<file path="config.mk">
export PLATFORM = sky130hd
export DESIGN_NAME = rv32_issue
export DESIGN_NICKNAME = d
export VERILOG_FILES = /design/src/verilog/rs_issue_pkg.sv /design/src/verilog/instr_fields.sv /design/src/verilog/operand_bypass.sv /design/src/verilog/issue_ctrl.sv /design/src/verilog/issue_regs.sv /design/src/verilog/rv32_issue.sv
export SDC_FILE = /design/constraint.sdc
export NUM_CORES = 1
export LEC_CHECK = 0
export ABC_AREA = 1
export BUFFER_PORTS_ARGS = -buffer_cell sky130_fd_sc_hd__clkbuf_2
export CORE_AREA = 3 3 417 419
export CTS_CLUSTER_SIZE = 10
export DETAILED_ROUTE_END_ITERATION = 7
export DIE_AREA = 0 0 420 422
export PLACE_DENSITY = 0.46
export SLEW_MARGIN = 20
export SYNTH_ARGS = -nofsm -noshare
export SYNTH_HDL_FRONTEND = slang
export SYNTH_HIERARCHICAL = 1
export SYNTH_SLANG_ARGS = --single-unit
</file>
<file path="constraint.sdc">
create_clock -name clk -period 13.6 [get_ports clk]
set_input_delay 2.04 -clock clk [delete_from_list [all_inputs] [get_ports clk]]
set_output_delay 2.04 -clock clk [all_outputs]
set_load 0.01 [all_outputs]
</file>
<file path="src/verilog/rs_issue_pkg.sv">
package rs_issue_pkg;

    // data and address width, one word
    localparam int XLEN      = 32;
    // architectural register index
    localparam int REG_W     = 5;
    // reorder buffer tag, 0 = value present with no producer
    localparam int ROB_TAG_W = 4;

    // major opcodes handled by this stage
    typedef enum logic [6:0] {
        op_auipc = 7'b0010111,
        op_br    = 7'b1100011,
        op_load  = 7'b0000011,
        op_store = 7'b0100011,
        op_imm   = 7'b0010011,
        op_reg   = 7'b0110011
    } opcode_t;

    // alu operation, encoded as {instr[30], funct3}
    typedef enum logic [3:0] {
        alu_add = 4'b0000,
        alu_sll = 4'b0001,
        alu_xor = 4'b0100,
        alu_srl = 4'b0101,
        alu_or  = 4'b0110,
        alu_and = 4'b0111,
        alu_sub = 4'b1000,
        alu_sra = 4'b1101
    } alu_op_t;

    // where an instruction goes
    typedef enum logic [1:0] {
        cls_none = 2'd0,
        cls_alu  = 2'd1,
        cls_cmp  = 2'd2,
        cls_lsb  = 2'd3
    } issue_class_t;

    // funct3 values the decoder looks at
    localparam logic [2:0] F3_ADD  = 3'b000;
    localparam logic [2:0] F3_SLT  = 3'b010;
    localparam logic [2:0] F3_SLTU = 3'b011;
    localparam logic [2:0] F3_SR   = 3'b101;

endpackage

</file>
<file path="src/verilog/instr_fields.sv">
`timescale 1ns/1ps

module instr_fields (
    input  logic [rs_issue_pkg::XLEN-1:0]  instr_i,
    output logic [rs_issue_pkg::REG_W-1:0] rs1_o,
    output logic [rs_issue_pkg::REG_W-1:0] rs2_o,
    output logic [rs_issue_pkg::REG_W-1:0] rd_o,
    output rs_issue_pkg::opcode_t          opcode_o,
    output logic [2:0]                     funct3_o,
    output rs_issue_pkg::alu_op_t          alu_op_o,
    output logic [rs_issue_pkg::XLEN-1:0]  imm_o,
    output rs_issue_pkg::issue_class_t     class_o,
    output logic                           writes_rd_o,
    output logic                           use_rs2_o
);
    import rs_issue_pkg::*;

    logic rd_zero;
    logic is_slt;
    logic f7_bit;

    // plain field slices
    assign rs1_o    = instr_i[19:15];
    assign rs2_o    = instr_i[24:20];
    assign rd_o     = instr_i[11:7];
    assign funct3_o = instr_i[14:12];
    assign opcode_o = opcode_t'(instr_i[6:0]);

    assign rd_zero = (instr_i[11:7] == '0);
    // slt and sltu are not supported
    assign is_slt  = (funct3_o == F3_SLT) || (funct3_o == F3_SLTU);
    assign f7_bit  = instr_i[30];

    always_comb begin
        // defaults cover unknown opcodes
        class_o     = cls_none;
        imm_o       = {{20{instr_i[31]}}, instr_i[31:20]};
        alu_op_o    = alu_add;
        writes_rd_o = 1'b0;
        use_rs2_o   = 1'b0;
        case (opcode_o)
            op_auipc: begin
                imm_o       = {instr_i[31:12], 12'h000};
                class_o     = rd_zero ? cls_none : cls_alu;
                writes_rd_o = 1'b1;
            end
            op_reg: begin
                // bit 30 picks sub and sra
                alu_op_o    = alu_op_t'({(funct3_o == F3_ADD || funct3_o == F3_SR) & f7_bit,
                                         funct3_o});
                class_o     = (rd_zero || is_slt) ? cls_none : cls_alu;
                writes_rd_o = 1'b1;
                use_rs2_o   = 1'b1;
            end
            op_imm: begin
                // bit 30 only for srai
                alu_op_o    = alu_op_t'({(funct3_o == F3_SR) & f7_bit, funct3_o});
                class_o     = (rd_zero || is_slt) ? cls_none : cls_alu;
                writes_rd_o = 1'b1;
            end
            op_br: begin
                imm_o     = {{20{instr_i[31]}}, instr_i[7], instr_i[30:25],
                             instr_i[11:8], 1'b0};
                class_o   = cls_cmp;
                use_rs2_o = 1'b1;
            end
            op_load: begin
                class_o     = rd_zero ? cls_none : cls_lsb;
                writes_rd_o = 1'b1;
            end
            op_store: begin
                // store has no rd, rd field is offset bits
                imm_o     = {{20{instr_i[31]}}, instr_i[31:25], instr_i[11:7]};
                class_o   = cls_lsb;
                use_rs2_o = 1'b1;
            end
            default: begin
                class_o = cls_none;
            end
        endcase
    end

endmodule

</file>
<file path="src/verilog/operand_bypass.sv">
`timescale 1ns/1ps

module operand_bypass #(
    parameter int ROB_DEPTH = 16
) (
    input  logic [rs_issue_pkg::XLEN-1:0]           rf_value_i,
    input  logic [rs_issue_pkg::ROB_TAG_W-1:0]      rf_tag_i,
    input  logic [ROB_DEPTH*rs_issue_pkg::XLEN-1:0] rob_value_i,
    input  logic [ROB_DEPTH-1:0]                    rob_ready_i,
    output logic [rs_issue_pkg::XLEN-1:0]           value_o,
    output logic [rs_issue_pkg::ROB_TAG_W-1:0]      tag_o
);
    import rs_issue_pkg::*;

    logic in_range;
    logic hit;

    // tags above the buffer size never name an entry
    assign in_range = (int'(rf_tag_i) < ROB_DEPTH);

    // producer already finished, value sits in the rob
    assign hit = (rf_tag_i != '0) && in_range && rob_ready_i[rf_tag_i];

    always_comb begin
        if (hit) begin
            value_o = rob_value_i[rf_tag_i*XLEN +: XLEN];
            tag_o   = '0;
        end else begin
            // register file value and tag unchanged
            value_o = rf_value_i;
            tag_o   = rf_tag_i;
        end
    end

endmodule

</file>
<file path="src/verilog/issue_ctrl.sv">
`timescale 1ns/1ps

module issue_ctrl (
    input  logic                                clk,
    input  logic                                rst,
    input  logic                                instr_valid_i,
    input  rs_issue_pkg::issue_class_t          class_i,
    input  logic                                writes_rd_i,
    input  logic                                alu_full_i,
    input  logic                                cmp_full_i,
    input  logic                                lsb_full_i,
    input  logic [rs_issue_pkg::ROB_TAG_W-1:0]  rob_free_tag_i,
    output logic                                iqueue_read_o,
    output logic                                load_tag_o,
    output logic [rs_issue_pkg::ROB_TAG_W-1:0]  tag_o,
    output logic                                alu_go_o,
    output logic                                cmp_go_o,
    output logic                                lsb_go_o
);
    import rs_issue_pkg::*;

    logic enable;
    logic station_free;
    logic rob_free;
    logic issue;
    logic discard;

    // nothing leaves the queue during reset
    assign enable = instr_valid_i && !rst;

    // target station of this class has room
    always_comb begin
        case (class_i)
            cls_alu: station_free = !alu_full_i;
            cls_cmp: station_free = !cmp_full_i;
            cls_lsb: station_free = !lsb_full_i;
            default: station_free = 1'b0;
        endcase
    end

    // free tag of zero means rob is full
    assign rob_free = (rob_free_tag_i != '0);

    assign issue   = enable && (class_i != cls_none) && station_free && rob_free;
    // unsupported or rd=0 encodings are dropped
    assign discard = enable && (class_i == cls_none);

    assign iqueue_read_o = issue || discard;

    // rename rd to the allocated entry
    assign load_tag_o = issue && writes_rd_i;
    assign tag_o      = rob_free_tag_i;

    // one load strobe per target
    assign alu_go_o = issue && (class_i == cls_alu);
    assign cmp_go_o = issue && (class_i == cls_cmp);
    assign lsb_go_o = issue && (class_i == cls_lsb);

endmodule

</file>
<file path="src/verilog/issue_regs.sv">
`timescale 1ns/1ps

module issue_regs (
    input  logic                               clk,
    input  logic                               rst,
    input  logic                               alu_go_i,
    input  logic                               cmp_go_i,
    input  logic                               lsb_go_i,
    input  logic [rs_issue_pkg::XLEN-1:0]      pc_i,
    input  rs_issue_pkg::opcode_t              opcode_i,
    input  logic [2:0]                         funct3_i,
    input  rs_issue_pkg::alu_op_t              alu_op_i,
    input  logic [rs_issue_pkg::XLEN-1:0]      imm_i,
    input  logic [rs_issue_pkg::REG_W-1:0]     rd_i,
    input  logic                               use_rs2_i,
    input  logic [rs_issue_pkg::XLEN-1:0]      v1_i,
    input  logic [rs_issue_pkg::ROB_TAG_W-1:0] t1_i,
    input  logic [rs_issue_pkg::XLEN-1:0]      v2_i,
    input  logic [rs_issue_pkg::ROB_TAG_W-1:0] t2_i,
    input  logic [rs_issue_pkg::ROB_TAG_W-1:0] rob_tag_i,
    // alu station
    output logic                               alu_valid_o,
    output rs_issue_pkg::alu_op_t              alu_op_o,
    output logic [rs_issue_pkg::XLEN-1:0]      alu_v1_o,
    output logic [rs_issue_pkg::ROB_TAG_W-1:0] alu_t1_o,
    output logic [rs_issue_pkg::XLEN-1:0]      alu_v2_o,
    output logic [rs_issue_pkg::ROB_TAG_W-1:0] alu_t2_o,
    output logic [rs_issue_pkg::ROB_TAG_W-1:0] alu_rob_o,
    // compare station, branches only
    output logic                               cmp_valid_o,
    output logic [2:0]                         cmp_op_o,
    output logic [rs_issue_pkg::XLEN-1:0]      cmp_v1_o,
    output logic [rs_issue_pkg::ROB_TAG_W-1:0] cmp_t1_o,
    output logic [rs_issue_pkg::XLEN-1:0]      cmp_v2_o,
    output logic [rs_issue_pkg::ROB_TAG_W-1:0] cmp_t2_o,
    output logic [rs_issue_pkg::XLEN-1:0]      cmp_pc_o,
    output logic [rs_issue_pkg::XLEN-1:0]      cmp_imm_o,
    output logic [rs_issue_pkg::ROB_TAG_W-1:0] cmp_rob_o,
    // load-store buffer
    output logic                               lsb_valid_o,
    output logic                               lsb_store_o,
    output logic [2:0]                         lsb_funct_o,
    output logic [rs_issue_pkg::XLEN-1:0]      lsb_base_o,
    output logic [rs_issue_pkg::ROB_TAG_W-1:0] lsb_base_tag_o,
    output logic [rs_issue_pkg::XLEN-1:0]      lsb_data_o,
    output logic [rs_issue_pkg::ROB_TAG_W-1:0] lsb_data_tag_o,
    output logic [rs_issue_pkg::XLEN-1:0]      lsb_offset_o,
    output logic [rs_issue_pkg::ROB_TAG_W-1:0] lsb_rob_o,
    // reorder buffer allocation
    output logic                               rob_write_o,
    output logic [rs_issue_pkg::XLEN-1:0]      rob_pc_o,
    output rs_issue_pkg::opcode_t              rob_opcode_o,
    output logic [rs_issue_pkg::REG_W-1:0]     rob_rd_o
);
    import rs_issue_pkg::*;

    logic any_go;

    assign any_go = alu_go_i || cmp_go_i || lsb_go_i;

    // valid pulses, one cycle each
    always_ff @(posedge clk) begin
        if (rst) begin
            alu_valid_o <= 1'b0;
            cmp_valid_o <= 1'b0;
            lsb_valid_o <= 1'b0;
            rob_write_o <= 1'b0;
        end else begin
            alu_valid_o <= alu_go_i;
            cmp_valid_o <= cmp_go_i;
            lsb_valid_o <= lsb_go_i;
            rob_write_o <= any_go;
        end
    end

    // alu payload
    always_ff @(posedge clk) begin
        if (alu_go_i) begin
            alu_op_o  <= alu_op_i;
            alu_rob_o <= rob_tag_i;
            if (opcode_i == op_auipc) begin
                // pc + upper immediate
                alu_v1_o <= pc_i;
                alu_t1_o <= '0;
                alu_v2_o <= imm_i;
                alu_t2_o <= '0;
            end else begin
                alu_v1_o <= v1_i;
                alu_t1_o <= t1_i;
                // immediate forms have no rs2
                alu_v2_o <= use_rs2_i ? v2_i : imm_i;
                alu_t2_o <= use_rs2_i ? t2_i : '0;
            end
        end
    end

    // compare payload, op is the branch funct3
    always_ff @(posedge clk) begin
        if (cmp_go_i) begin
            cmp_op_o  <= funct3_i;
            cmp_v1_o  <= v1_i;
            cmp_t1_o  <= t1_i;
            cmp_v2_o  <= v2_i;
            cmp_t2_o  <= t2_i;
            cmp_pc_o  <= pc_i;
            cmp_imm_o <= imm_i;
            cmp_rob_o <= rob_tag_i;
        end
    end

    // load-store payload
    always_ff @(posedge clk) begin
        if (lsb_go_i) begin
            lsb_store_o    <= (opcode_i == op_store);
            lsb_funct_o    <= funct3_i;
            lsb_base_o     <= v1_i;
            lsb_base_tag_o <= t1_i;
            // loads carry no data operand
            lsb_data_o     <= use_rs2_i ? v2_i : '0;
            lsb_data_tag_o <= use_rs2_i ? t2_i : '0;
            lsb_offset_o   <= imm_i;
            lsb_rob_o      <= rob_tag_i;
        end
    end

    // rob entry info, any issued instruction
    always_ff @(posedge clk) begin
        if (any_go) begin
            rob_pc_o     <= pc_i;
            rob_opcode_o <= opcode_i;
            rob_rd_o     <= rd_i;
        end
    end

endmodule

</file>
<file path="src/verilog/rv32_issue.sv">
`timescale 1ns/1ps

module rv32_issue #(
    parameter int ROB_DEPTH = 16
) (
    input  logic                                    clk,
    input  logic                                    rst,
    // instruction queue
    input  logic                                    instr_valid_i,
    input  logic [rs_issue_pkg::XLEN-1:0]           instr_i,
    input  logic [rs_issue_pkg::XLEN-1:0]           pc_i,
    output logic                                    iqueue_read_o,
    // register file
    output logic [rs_issue_pkg::REG_W-1:0]          rs1_o,
    output logic [rs_issue_pkg::REG_W-1:0]          rs2_o,
    input  logic [rs_issue_pkg::XLEN-1:0]           rf_v1_i,
    input  logic [rs_issue_pkg::ROB_TAG_W-1:0]      rf_t1_i,
    input  logic [rs_issue_pkg::XLEN-1:0]           rf_v2_i,
    input  logic [rs_issue_pkg::ROB_TAG_W-1:0]      rf_t2_i,
    output logic [rs_issue_pkg::REG_W-1:0]          rd_o,
    output logic [rs_issue_pkg::ROB_TAG_W-1:0]      tag_o,
    output logic                                    load_tag_o,
    // reorder buffer
    input  logic [rs_issue_pkg::ROB_TAG_W-1:0]      rob_free_tag_i,
    input  logic [ROB_DEPTH*rs_issue_pkg::XLEN-1:0] rob_value_i,
    input  logic [ROB_DEPTH-1:0]                    rob_ready_i,
    output logic                                    rob_write_o,
    output logic [rs_issue_pkg::XLEN-1:0]           rob_pc_o,
    output rs_issue_pkg::opcode_t                   rob_opcode_o,
    output logic [rs_issue_pkg::REG_W-1:0]          rob_rd_o,
    // alu station
    input  logic                                    alu_full_i,
    output logic                                    alu_valid_o,
    output rs_issue_pkg::alu_op_t                   alu_op_o,
    output logic [rs_issue_pkg::XLEN-1:0]           alu_v1_o,
    output logic [rs_issue_pkg::ROB_TAG_W-1:0]      alu_t1_o,
    output logic [rs_issue_pkg::XLEN-1:0]           alu_v2_o,
    output logic [rs_issue_pkg::ROB_TAG_W-1:0]      alu_t2_o,
    output logic [rs_issue_pkg::ROB_TAG_W-1:0]      alu_rob_o,
    // compare station
    input  logic                                    cmp_full_i,
    output logic                                    cmp_valid_o,
    output logic [2:0]                              cmp_op_o,
    output logic [rs_issue_pkg::XLEN-1:0]           cmp_v1_o,
    output logic [rs_issue_pkg::ROB_TAG_W-1:0]      cmp_t1_o,
    output logic [rs_issue_pkg::XLEN-1:0]           cmp_v2_o,
    output logic [rs_issue_pkg::ROB_TAG_W-1:0]      cmp_t2_o,
    output logic [rs_issue_pkg::XLEN-1:0]           cmp_pc_o,
    output logic [rs_issue_pkg::XLEN-1:0]           cmp_imm_o,
    output logic [rs_issue_pkg::ROB_TAG_W-1:0]      cmp_rob_o,
    // load-store buffer
    input  logic                                    lsb_full_i,
    output logic                                    lsb_valid_o,
    output logic                                    lsb_store_o,
    output logic [2:0]                              lsb_funct_o,
    output logic [rs_issue_pkg::XLEN-1:0]           lsb_base_o,
    output logic [rs_issue_pkg::ROB_TAG_W-1:0]      lsb_base_tag_o,
    output logic [rs_issue_pkg::XLEN-1:0]           lsb_data_o,
    output logic [rs_issue_pkg::ROB_TAG_W-1:0]      lsb_data_tag_o,
    output logic [rs_issue_pkg::XLEN-1:0]           lsb_offset_o,
    output logic [rs_issue_pkg::ROB_TAG_W-1:0]      lsb_rob_o
);
    import rs_issue_pkg::*;

    opcode_t               opcode;
    logic [2:0]            funct3;
    alu_op_t               alu_op;
    logic [XLEN-1:0]       imm;
    issue_class_t          cls;
    logic                  writes_rd;
    logic                  use_rs2;
    logic                  alu_go;
    logic                  cmp_go;
    logic                  lsb_go;
    // per source operand, index 0 = rs1
    logic [XLEN-1:0]       rf_val [2];
    logic [ROB_TAG_W-1:0]  rf_tag [2];
    logic [XLEN-1:0]       src_val [2];
    logic [ROB_TAG_W-1:0]  src_tag [2];

    assign rf_val[0] = rf_v1_i;
    assign rf_val[1] = rf_v2_i;
    assign rf_tag[0] = rf_t1_i;
    assign rf_tag[1] = rf_t2_i;

    instr_fields u_fields (
        .instr_i     (instr_i),
        .rs1_o       (rs1_o),
        .rs2_o       (rs2_o),
        .rd_o        (rd_o),
        .opcode_o    (opcode),
        .funct3_o    (funct3),
        .alu_op_o    (alu_op),
        .imm_o       (imm),
        .class_o     (cls),
        .writes_rd_o (writes_rd),
        .use_rs2_o   (use_rs2)
    );

    // rob forwarding for both sources
    for (genvar g = 0; g < 2; g++) begin : g_src
        operand_bypass #(
            .ROB_DEPTH (ROB_DEPTH)
        ) u_bypass (
            .rf_value_i  (rf_val[g]),
            .rf_tag_i    (rf_tag[g]),
            .rob_value_i (rob_value_i),
            .rob_ready_i (rob_ready_i),
            .value_o     (src_val[g]),
            .tag_o       (src_tag[g])
        );
    end

    issue_ctrl u_ctrl (
        .clk            (clk),
        .rst            (rst),
        .instr_valid_i  (instr_valid_i),
        .class_i        (cls),
        .writes_rd_i    (writes_rd),
        .alu_full_i     (alu_full_i),
        .cmp_full_i     (cmp_full_i),
        .lsb_full_i     (lsb_full_i),
        .rob_free_tag_i (rob_free_tag_i),
        .iqueue_read_o  (iqueue_read_o),
        .load_tag_o     (load_tag_o),
        .tag_o          (tag_o),
        .alu_go_o       (alu_go),
        .cmp_go_o       (cmp_go),
        .lsb_go_o       (lsb_go)
    );

    issue_regs u_regs (
        .clk            (clk),
        .rst            (rst),
        .alu_go_i       (alu_go),
        .cmp_go_i       (cmp_go),
        .lsb_go_i       (lsb_go),
        .pc_i           (pc_i),
        .opcode_i       (opcode),
        .funct3_i       (funct3),
        .alu_op_i       (alu_op),
        .imm_i          (imm),
        .rd_i           (rd_o),
        .use_rs2_i      (use_rs2),
        .v1_i           (src_val[0]),
        .t1_i           (src_tag[0]),
        .v2_i           (src_val[1]),
        .t2_i           (src_tag[1]),
        .rob_tag_i      (rob_free_tag_i),
        .alu_valid_o    (alu_valid_o),
        .alu_op_o       (alu_op_o),
        .alu_v1_o       (alu_v1_o),
        .alu_t1_o       (alu_t1_o),
        .alu_v2_o       (alu_v2_o),
        .alu_t2_o       (alu_t2_o),
        .alu_rob_o      (alu_rob_o),
        .cmp_valid_o    (cmp_valid_o),
        .cmp_op_o       (cmp_op_o),
        .cmp_v1_o       (cmp_v1_o),
        .cmp_t1_o       (cmp_t1_o),
        .cmp_v2_o       (cmp_v2_o),
        .cmp_t2_o       (cmp_t2_o),
        .cmp_pc_o       (cmp_pc_o),
        .cmp_imm_o      (cmp_imm_o),
        .cmp_rob_o      (cmp_rob_o),
        .lsb_valid_o    (lsb_valid_o),
        .lsb_store_o    (lsb_store_o),
        .lsb_funct_o    (lsb_funct_o),
        .lsb_base_o     (lsb_base_o),
        .lsb_base_tag_o (lsb_base_tag_o),
        .lsb_data_o     (lsb_data_o),
        .lsb_data_tag_o (lsb_data_tag_o),
        .lsb_offset_o   (lsb_offset_o),
        .lsb_rob_o      (lsb_rob_o),
        .rob_write_o    (rob_write_o),
        .rob_pc_o       (rob_pc_o),
        .rob_opcode_o   (rob_opcode_o),
        .rob_rd_o       (rob_rd_o)
    );

endmodule

</file>
==> results.ini, run 1 <==
[status]
status = finished clean

[floorplan]
die-area_mm2 = 0.1772
die_h_um = 422
core_area_mm2 = 0.1710
die_w_um = 420
io_pins = 1078
start_util = 0.1678
rows = 152

[clocking]
post_cts_buffers = 0
cts_buffer_depth = 3
cts_tree = yes
cts_max_level = 2
cts_sinks = 383
cts-hold-fix-buffers = 0
cts_made_buffers = 45
postCtsResizedCells = 0
cts_root_buffer = clkbuf_16
cts.clk_slew.worst_paths_ns = 0.05

[critical_path]
max_stage_delay_ns = 0.40
crit_path_max_fanout = 10
cpMostUsedCell = nand2_1
required_ns = 11.56
end_kind = output pin
criticalPathCategory = input pin to output pin
start_kind = input pin
cp-startpoint = instr_i[0]
cpMaxStageDelayCell = nor2_2
crit_chain = clkbuf_2 > nand2_1 > nor2_2 > nand3_1 > nand2_1 > nand2_1 > nand2_1 > inv_2 > nand2_2 > nand2_2 > nor2_4 > nand2_4 > nor2_2 > clkbuf_2
critPathArrivalTime_ns = 3.84

[timing]
worstMarginPinSlew_ns = 1.102
hold_slack_ns = 1.653
finalSetupViolations = 0
max_freq_mhz = 170.1
hold_violations = 0
grt_setup_unrepaired = no
drv_slew = 0
slew_headroom = 0.2575
fin_tns_setup_ns = 0
period_needed_ns = 5.880
fin_ws_ns = 7.720
period_share = 0.4323

[yosys]
synthCells = 4441
synth_cell_type_count = 27
syn-num-nets = 5115
syn_area_per_cell_um2 = 6.458
ys_seq_area_frac = 0.3996
syn_area_mm2 = 0.02868
yosysWarnings = 6
ys_ff_latch = 383

[cells_and_area]
stdcell_count = 7639
final_cell_area_mm2 = 0.03692
nFillCells = 19470
syn_to_final_growth_pct = 28.74
mostFrequentLayoutCells = nand2_1 (1960), clkbuf_2 (1073), inv_1 (913)
final_common_cell = nand2_1
layout-drive-gt1-share = 0.2292
fin_util = 0.2160
fin_nets = 6009

[detailed_routing]
via_count = 32310
avgViaCountPerCell = 4.229
ant_nets = 0
dr.pass1.iters = 6
drc_errors = 0
wl_per_cell_um = 26.06
drt_iter0_drc = 2877
wirelength_um = 199100

[placed_design]
gp_congestion = 0.9263
place_hpwl_um = 160000
dpl-instance-area_mm2 = 0.03552
pre_cts_ws_ns = 7.368
portBuffers = 1077
dp.cells = 7521

[global_routing]
grt_max_degree = 113
grt_pass1_wl_um = 263600
grt_overflow = 0
grt_antenna_before_repair = 94
grt_pass1_vias = 30540
gr-usage-all-layers = 0.2154

[min_path]
min_path_type = input pin to register
hold_path.startpoint = instr_i[1]

[power_and_ir_drop]
power.total_mw = 3.211
powerDensity_mw_per_mm2 = 86.96
leakagePower_nw = 20.65
ir_drop_mv = 0.08857

[run]
cap_violations = 0

## registers in the layout, summed over array words and instances (netlist names), 7 cells and up
| name | count |
|---|---|
| u_regs/rob_opcode_o | 7 |
| u_regs/cmp_imm_o | 32 |
| u_regs/alu_v2_o | 32 |
| u_regs/alu_v1_o | 32 |
| u_regs/rob_pc_o | 32 |
| u_regs/lsb_data_o | 32 |
| u_regs/cmp_v1_o | 32 |
| u_regs/cmp_v2_o | 32 |
| u_regs/cmp_pc_o | 32 |
| u_regs/lsb_offset_o | 32 |
| u_regs/lsb_base_o | 32 |
## synth_stat cells
cell      count  share of area
nor2_1       33         0.0043
edfxtp_1    379           0.40
buf_1        14         0.0018
buf_2        96          0.017
nand2_4       3         0.0012
nor2_2        8         0.0017
inv_6         2        0.00061
inv_1       913           0.12
inv_2        10         0.0013
inv_4         3        0.00065
nor2_4        7         0.0027
nand4_1       1        0.00022
nor2_8        1        0.00070
nor3_1        1        0.00017
buf_4       106          0.028
clkbuf_1     26         0.0034
nand3b_1      2        0.00052
o21ai_0      34         0.0059
dfxtp_1       4         0.0028
a21oi_1      45         0.0079
o21ai_1       9         0.0016
nand2_1    1961           0.26
buf_6        35          0.014
nand2_2      12         0.0026
nand3_1     734           0.13
a31oi_1       1        0.00022
nand3_2       1        0.00035
## routing by layer
metal	up-vias	global-route usage	part of all wire
met2	1365	0.3699	0.49
met1	15390	0.2664	0.41
li1	15250	-	-
met3	262	0.04091	0.064
met4	44	0.07736	0.035
met5	-	0	0.0014
## area by class of cell
cell class              count  area (um^2)  share of cell area
repair buffers           1124         5788              0.1568
well taps                2233         2794             0.07567
flip-flops and latches    383        11460              0.3104
multi-input cells        2853        11960              0.3239
diodes                     53        132.6            0.003592
inverters                 928         3521             0.09535
clock inverters             7        93.84            0.002541
clock buffers              58         1175             0.03182
## final timing paths
path	to	slack (ns)	cells after the start
setup / recovery	load_tag_o	7.72	14
hold / removal	u_regs/rob_opcode_o[1]$_DFFE_PP_	1.65	1
## worst max-delay path: cells and delay by family
kind | cells | cell delay (ns)
buffers and inverters | 3 | 0.34
and+or+nand+nor | 11 | 1.45
## cell families (layout without fill, tap and decap cells)
logic type             Yosys count  in the layout  share of synthesized area
flip-flops                     383            383                     0.3996
AO/OA/AOI/OAI                   89             89                    0.01557
buffers and inverters         1205           2117                     0.1855
other                            0             53                          0
AND/OR/NAND/NOR               2764           2764                     0.3993
## power breakdown
group          internal (mW)  switching [mW]
Sequential              1.31       0.0000107
Combinational          0.227           0.570
Clock                  0.621           0.485
Total                   2.16            1.05
Power figures use the tool's default switching activity.
==> run 2: changes to the inputs <==
PLACE_DENSITY = 0.47   (was 0.46)
clock period = 4.8 ns   (was 13.6 ns; I/O delays follow)
==> run 2 against run 1 <==
Net effect: die area stayed put; clock-buffer cell count is 1 higher; critical path depth is 1 higher; setup slack worse by 6.1 ns; largest cell class unchanged; global-route usage is 0.22 points higher; via count is 1.2% higher; first-iteration DRC count is 9.3% higher; largest power group unchanged.
==> results.ini, run 2 (synthesis results as in run 1) <==
[power_and_ir_drop]
netSwitchingFraction = 0.3322  ; was 0.3283
p_seq_frac = 0.407  ; was 0.408
leakagePower_nw = 20.77  ; was 20.65 nW
pwr-share-comb = 0.253  ; was 0.248
powerDensity_mw_per_mm2 = 244.9  ; was 86.96 mW/mm^2
ir_drop_mv = 0.2464  ; was 0.08857 mV
internal_power_mw = 6.081  ; was 2.157 mW
clockPowerShare = 0.339  ; was 0.344
p_sw_mw = 3.025  ; was 1.054 mW

[detailed_routing]
ant_nets = 0  ; unchanged
wirelength_um = 201300  ; was 199100 um
drt_iter0_drc = 3144  ; was 2877
top_layer = met5  ; unchanged
wl_per_cell_um = 26.31  ; was 26.06 um
wl_met2_um = 98660  ; was 97070 um
drc_errors = 0  ; unchanged
met1_length_um = 81400  ; was 81960 um
via_count = 32710  ; was 32310
dr.pass1.iters = 6  ; unchanged
wl_met3_um = 12760  ; was 12790 um
avgViaCountPerCell = 4.275  ; was 4.229

[clocking]
cts_root_buffer = clkbuf_16  ; unchanged
cts-hold-fix-buffers = 0  ; unchanged
cts_made_buffers = 45  ; unchanged
post_cts_buffers = 0  ; unchanged
cts_tree = yes  ; unchanged
cts_buffer_depth = 3  ; unchanged
cts_sinks = 383  ; unchanged
postCtsResizedCells = 0  ; unchanged
cts_max_level = 2  ; unchanged
cts.clk_slew.worst_paths_ns = 0.06  ; was 0.05 ns

[floorplan]
start_util = 0.1678  ; unchanged
rows = 152  ; unchanged
io_pins = 1078  ; unchanged
die_h_um = 422  ; unchanged
die-area_mm2 = 0.1772  ; unchanged
die_w_um = 420  ; unchanged
core_area_mm2 = 0.1710  ; unchanged

[critical_path]
criticalPathCategory = input pin to register  ; was input pin to output pin
cpMostUsedCell = nand2_1  ; unchanged
critPathArrivalTime_ns = 3.57  ; was 3.84 ns
start_kind = input pin  ; unchanged
cpMaxStageDelayCell = inv_8  ; was nor2_2
crit_path_max_fanout = 101  ; was 10
required_ns = 5.14  ; was 11.56 ns
crit_chain = buf_8 > inv_8 > nand2_1 > nand2_1 > nand2_1 > nand3_1 > nand3_1 > nand2_2 > nand2_2 > nand2_1 > nand2_1 > nand2_1 > o21ai_0 > nand2_1 > nand2_1  ; was clkbuf_2 > nand2_1 > nor2_2 > nand3_1 > nand2_1 > nand2_1 > nand2_1 > inv_2 > nand2_2 > nand2_2 > nor2_4 > nand2_4 > nor2_2 > clkbuf_2
end_kind = register  ; was output pin
max_stage_delay_ns = 0.51  ; was 0.40 ns

[status]
status = finished clean  ; unchanged

[timing]
hold_slack_ns = 0.3500  ; was 1.653 ns
finalSetupViolations = 0  ; unchanged
period_needed_ns = 3.225
drv_slew = 0  ; unchanged
fin_tns_setup_ns = 0  ; unchanged
period_share = 0.6718
slew_headroom = 0.3301  ; was 0.2575
worstMarginPinSlew_ns = 0.9944  ; was 1.102 ns
max_freq_mhz = 310.1
hold_violations = 0  ; unchanged
grt_setup_unrepaired = no  ; unchanged

[cells_and_area]
mostFrequentLayoutCells = nand2_1 (1955), clkbuf_2 (1073), inv_1 (910)  ; was nand2_1 (1960), clkbuf_2 (1073), inv_1 (913)
final_cell_area_mm2 = 0.03719  ; was 0.03692 mm^2
syn_to_final_growth_pct = 29.66  ; was 28.74%
final_common_cell = nand2_1  ; unchanged
fin_nets = 6026  ; was 6009
fin_util = 0.2175  ; was 0.2160
layout-drive-gt1-share = 0.2335  ; was 0.2292

[placed_design]
gp_congestion = 0.9292  ; was 0.9263
portBuffers = 1077  ; unchanged
place_hpwl_um = 162400  ; was 160000 um
dpl-instance-area_mm2 = 0.03582  ; was 0.03552 mm^2

[global_routing]
grt_overflow = 0  ; unchanged
grt_antenna_before_repair = 95  ; was 94
grt_pass1_wl_um = 266300  ; was 263600 um
gr-usage-all-layers = 0.2176  ; was 0.2154
grt_max_degree = 142  ; was 113
grt_pass1_vias = 30660  ; was 30540

[min_path]
min_path_type = input pin to register  ; unchanged

[run]
cap_violations = 0  ; unchanged

==> run 2: cell types whose count changed in the layout (fill, tap and decap cells not counted), sizes merged <==
| cell | change |
|---|---|
| buf | +17 |
| bufinv | -1 |
| clkbuf | +1 |
| diode | -5 |
==> run 2: path summary, 6_finish.rpt <==
path | from | to | slack, ns | cells past startpoint
setup / recovery | rf_t2_i[0] | u_regs/alu_v2_o[31]$_DFFE_PP_ | 1.58 | 15
hold / removal | pc_i[29] | u_regs/rob_pc_o[29]$_DFFE_PP_ | 0.35 | 1
==> run 2: per-layer routing <==
layer	vias up	GRT usage
li1	15290	-
met1	15610	0.2688
met2	1511	0.3744
met3	274	0.03330
met4	22	0.09035
met5	-	0
==> run 2: per-stage QoR <==
step / instances / power, mW / worst slack [ns]
floorplan: 4441 / 4.951 / -0.2147
global placement: 7538 / 6.112 / 0.8676
finish: 7651 / 9.106 / 1.575
CTS: 7603 / 9.233 / 1.536
detailed placement: 7538 / 6.124 / 0.9100
global route: 7630 / 9.541 / 1.401
==> run 2: final cells by class <==
| type | count | area [um^2] |
|---|---|---|
| well taps | 2233 | 2794 |
| flip-flops and latches | 383 | 11460 |
| multi-input cells | 2853 | 12000 |
| diodes | 48 | 120.1 |
| clock inverters | 6 | 66.31 |
| clock buffers | 59 | 1179 |
| fillers | 19480 | 133800 |
| inverters | 928 | 3541 |
| repair buffers | 1141 | 6028 |
==> run 2: critical path: cells and delay by family <==
family / cells / cell delay, ns
AND/OR/NAND/NOR: 12 / 1.87
buffers and inverters: 2 / 0.69
AO/OA/AOI/OAI: 1 / 0.12
==> run 2: power by group through the flow <==
| stage | Clock, mW | Combinational [mW] | Sequential, mW |
|---|---|---|---|
| 2_1_floorplan | 0 | 1.17 | 3.78 |
| 3_3_place_gp | 0 | 2.33 | 3.78 |
| 3_5_place_dp | 0 | 2.34 | 3.78 |
| 4_1_cts | 3.17 | 2.35 | 3.71 |
| 5_1_grt | 3.29 | 2.54 | 3.71 |
| 6_report | 3.09 | 2.31 | 3.71 |
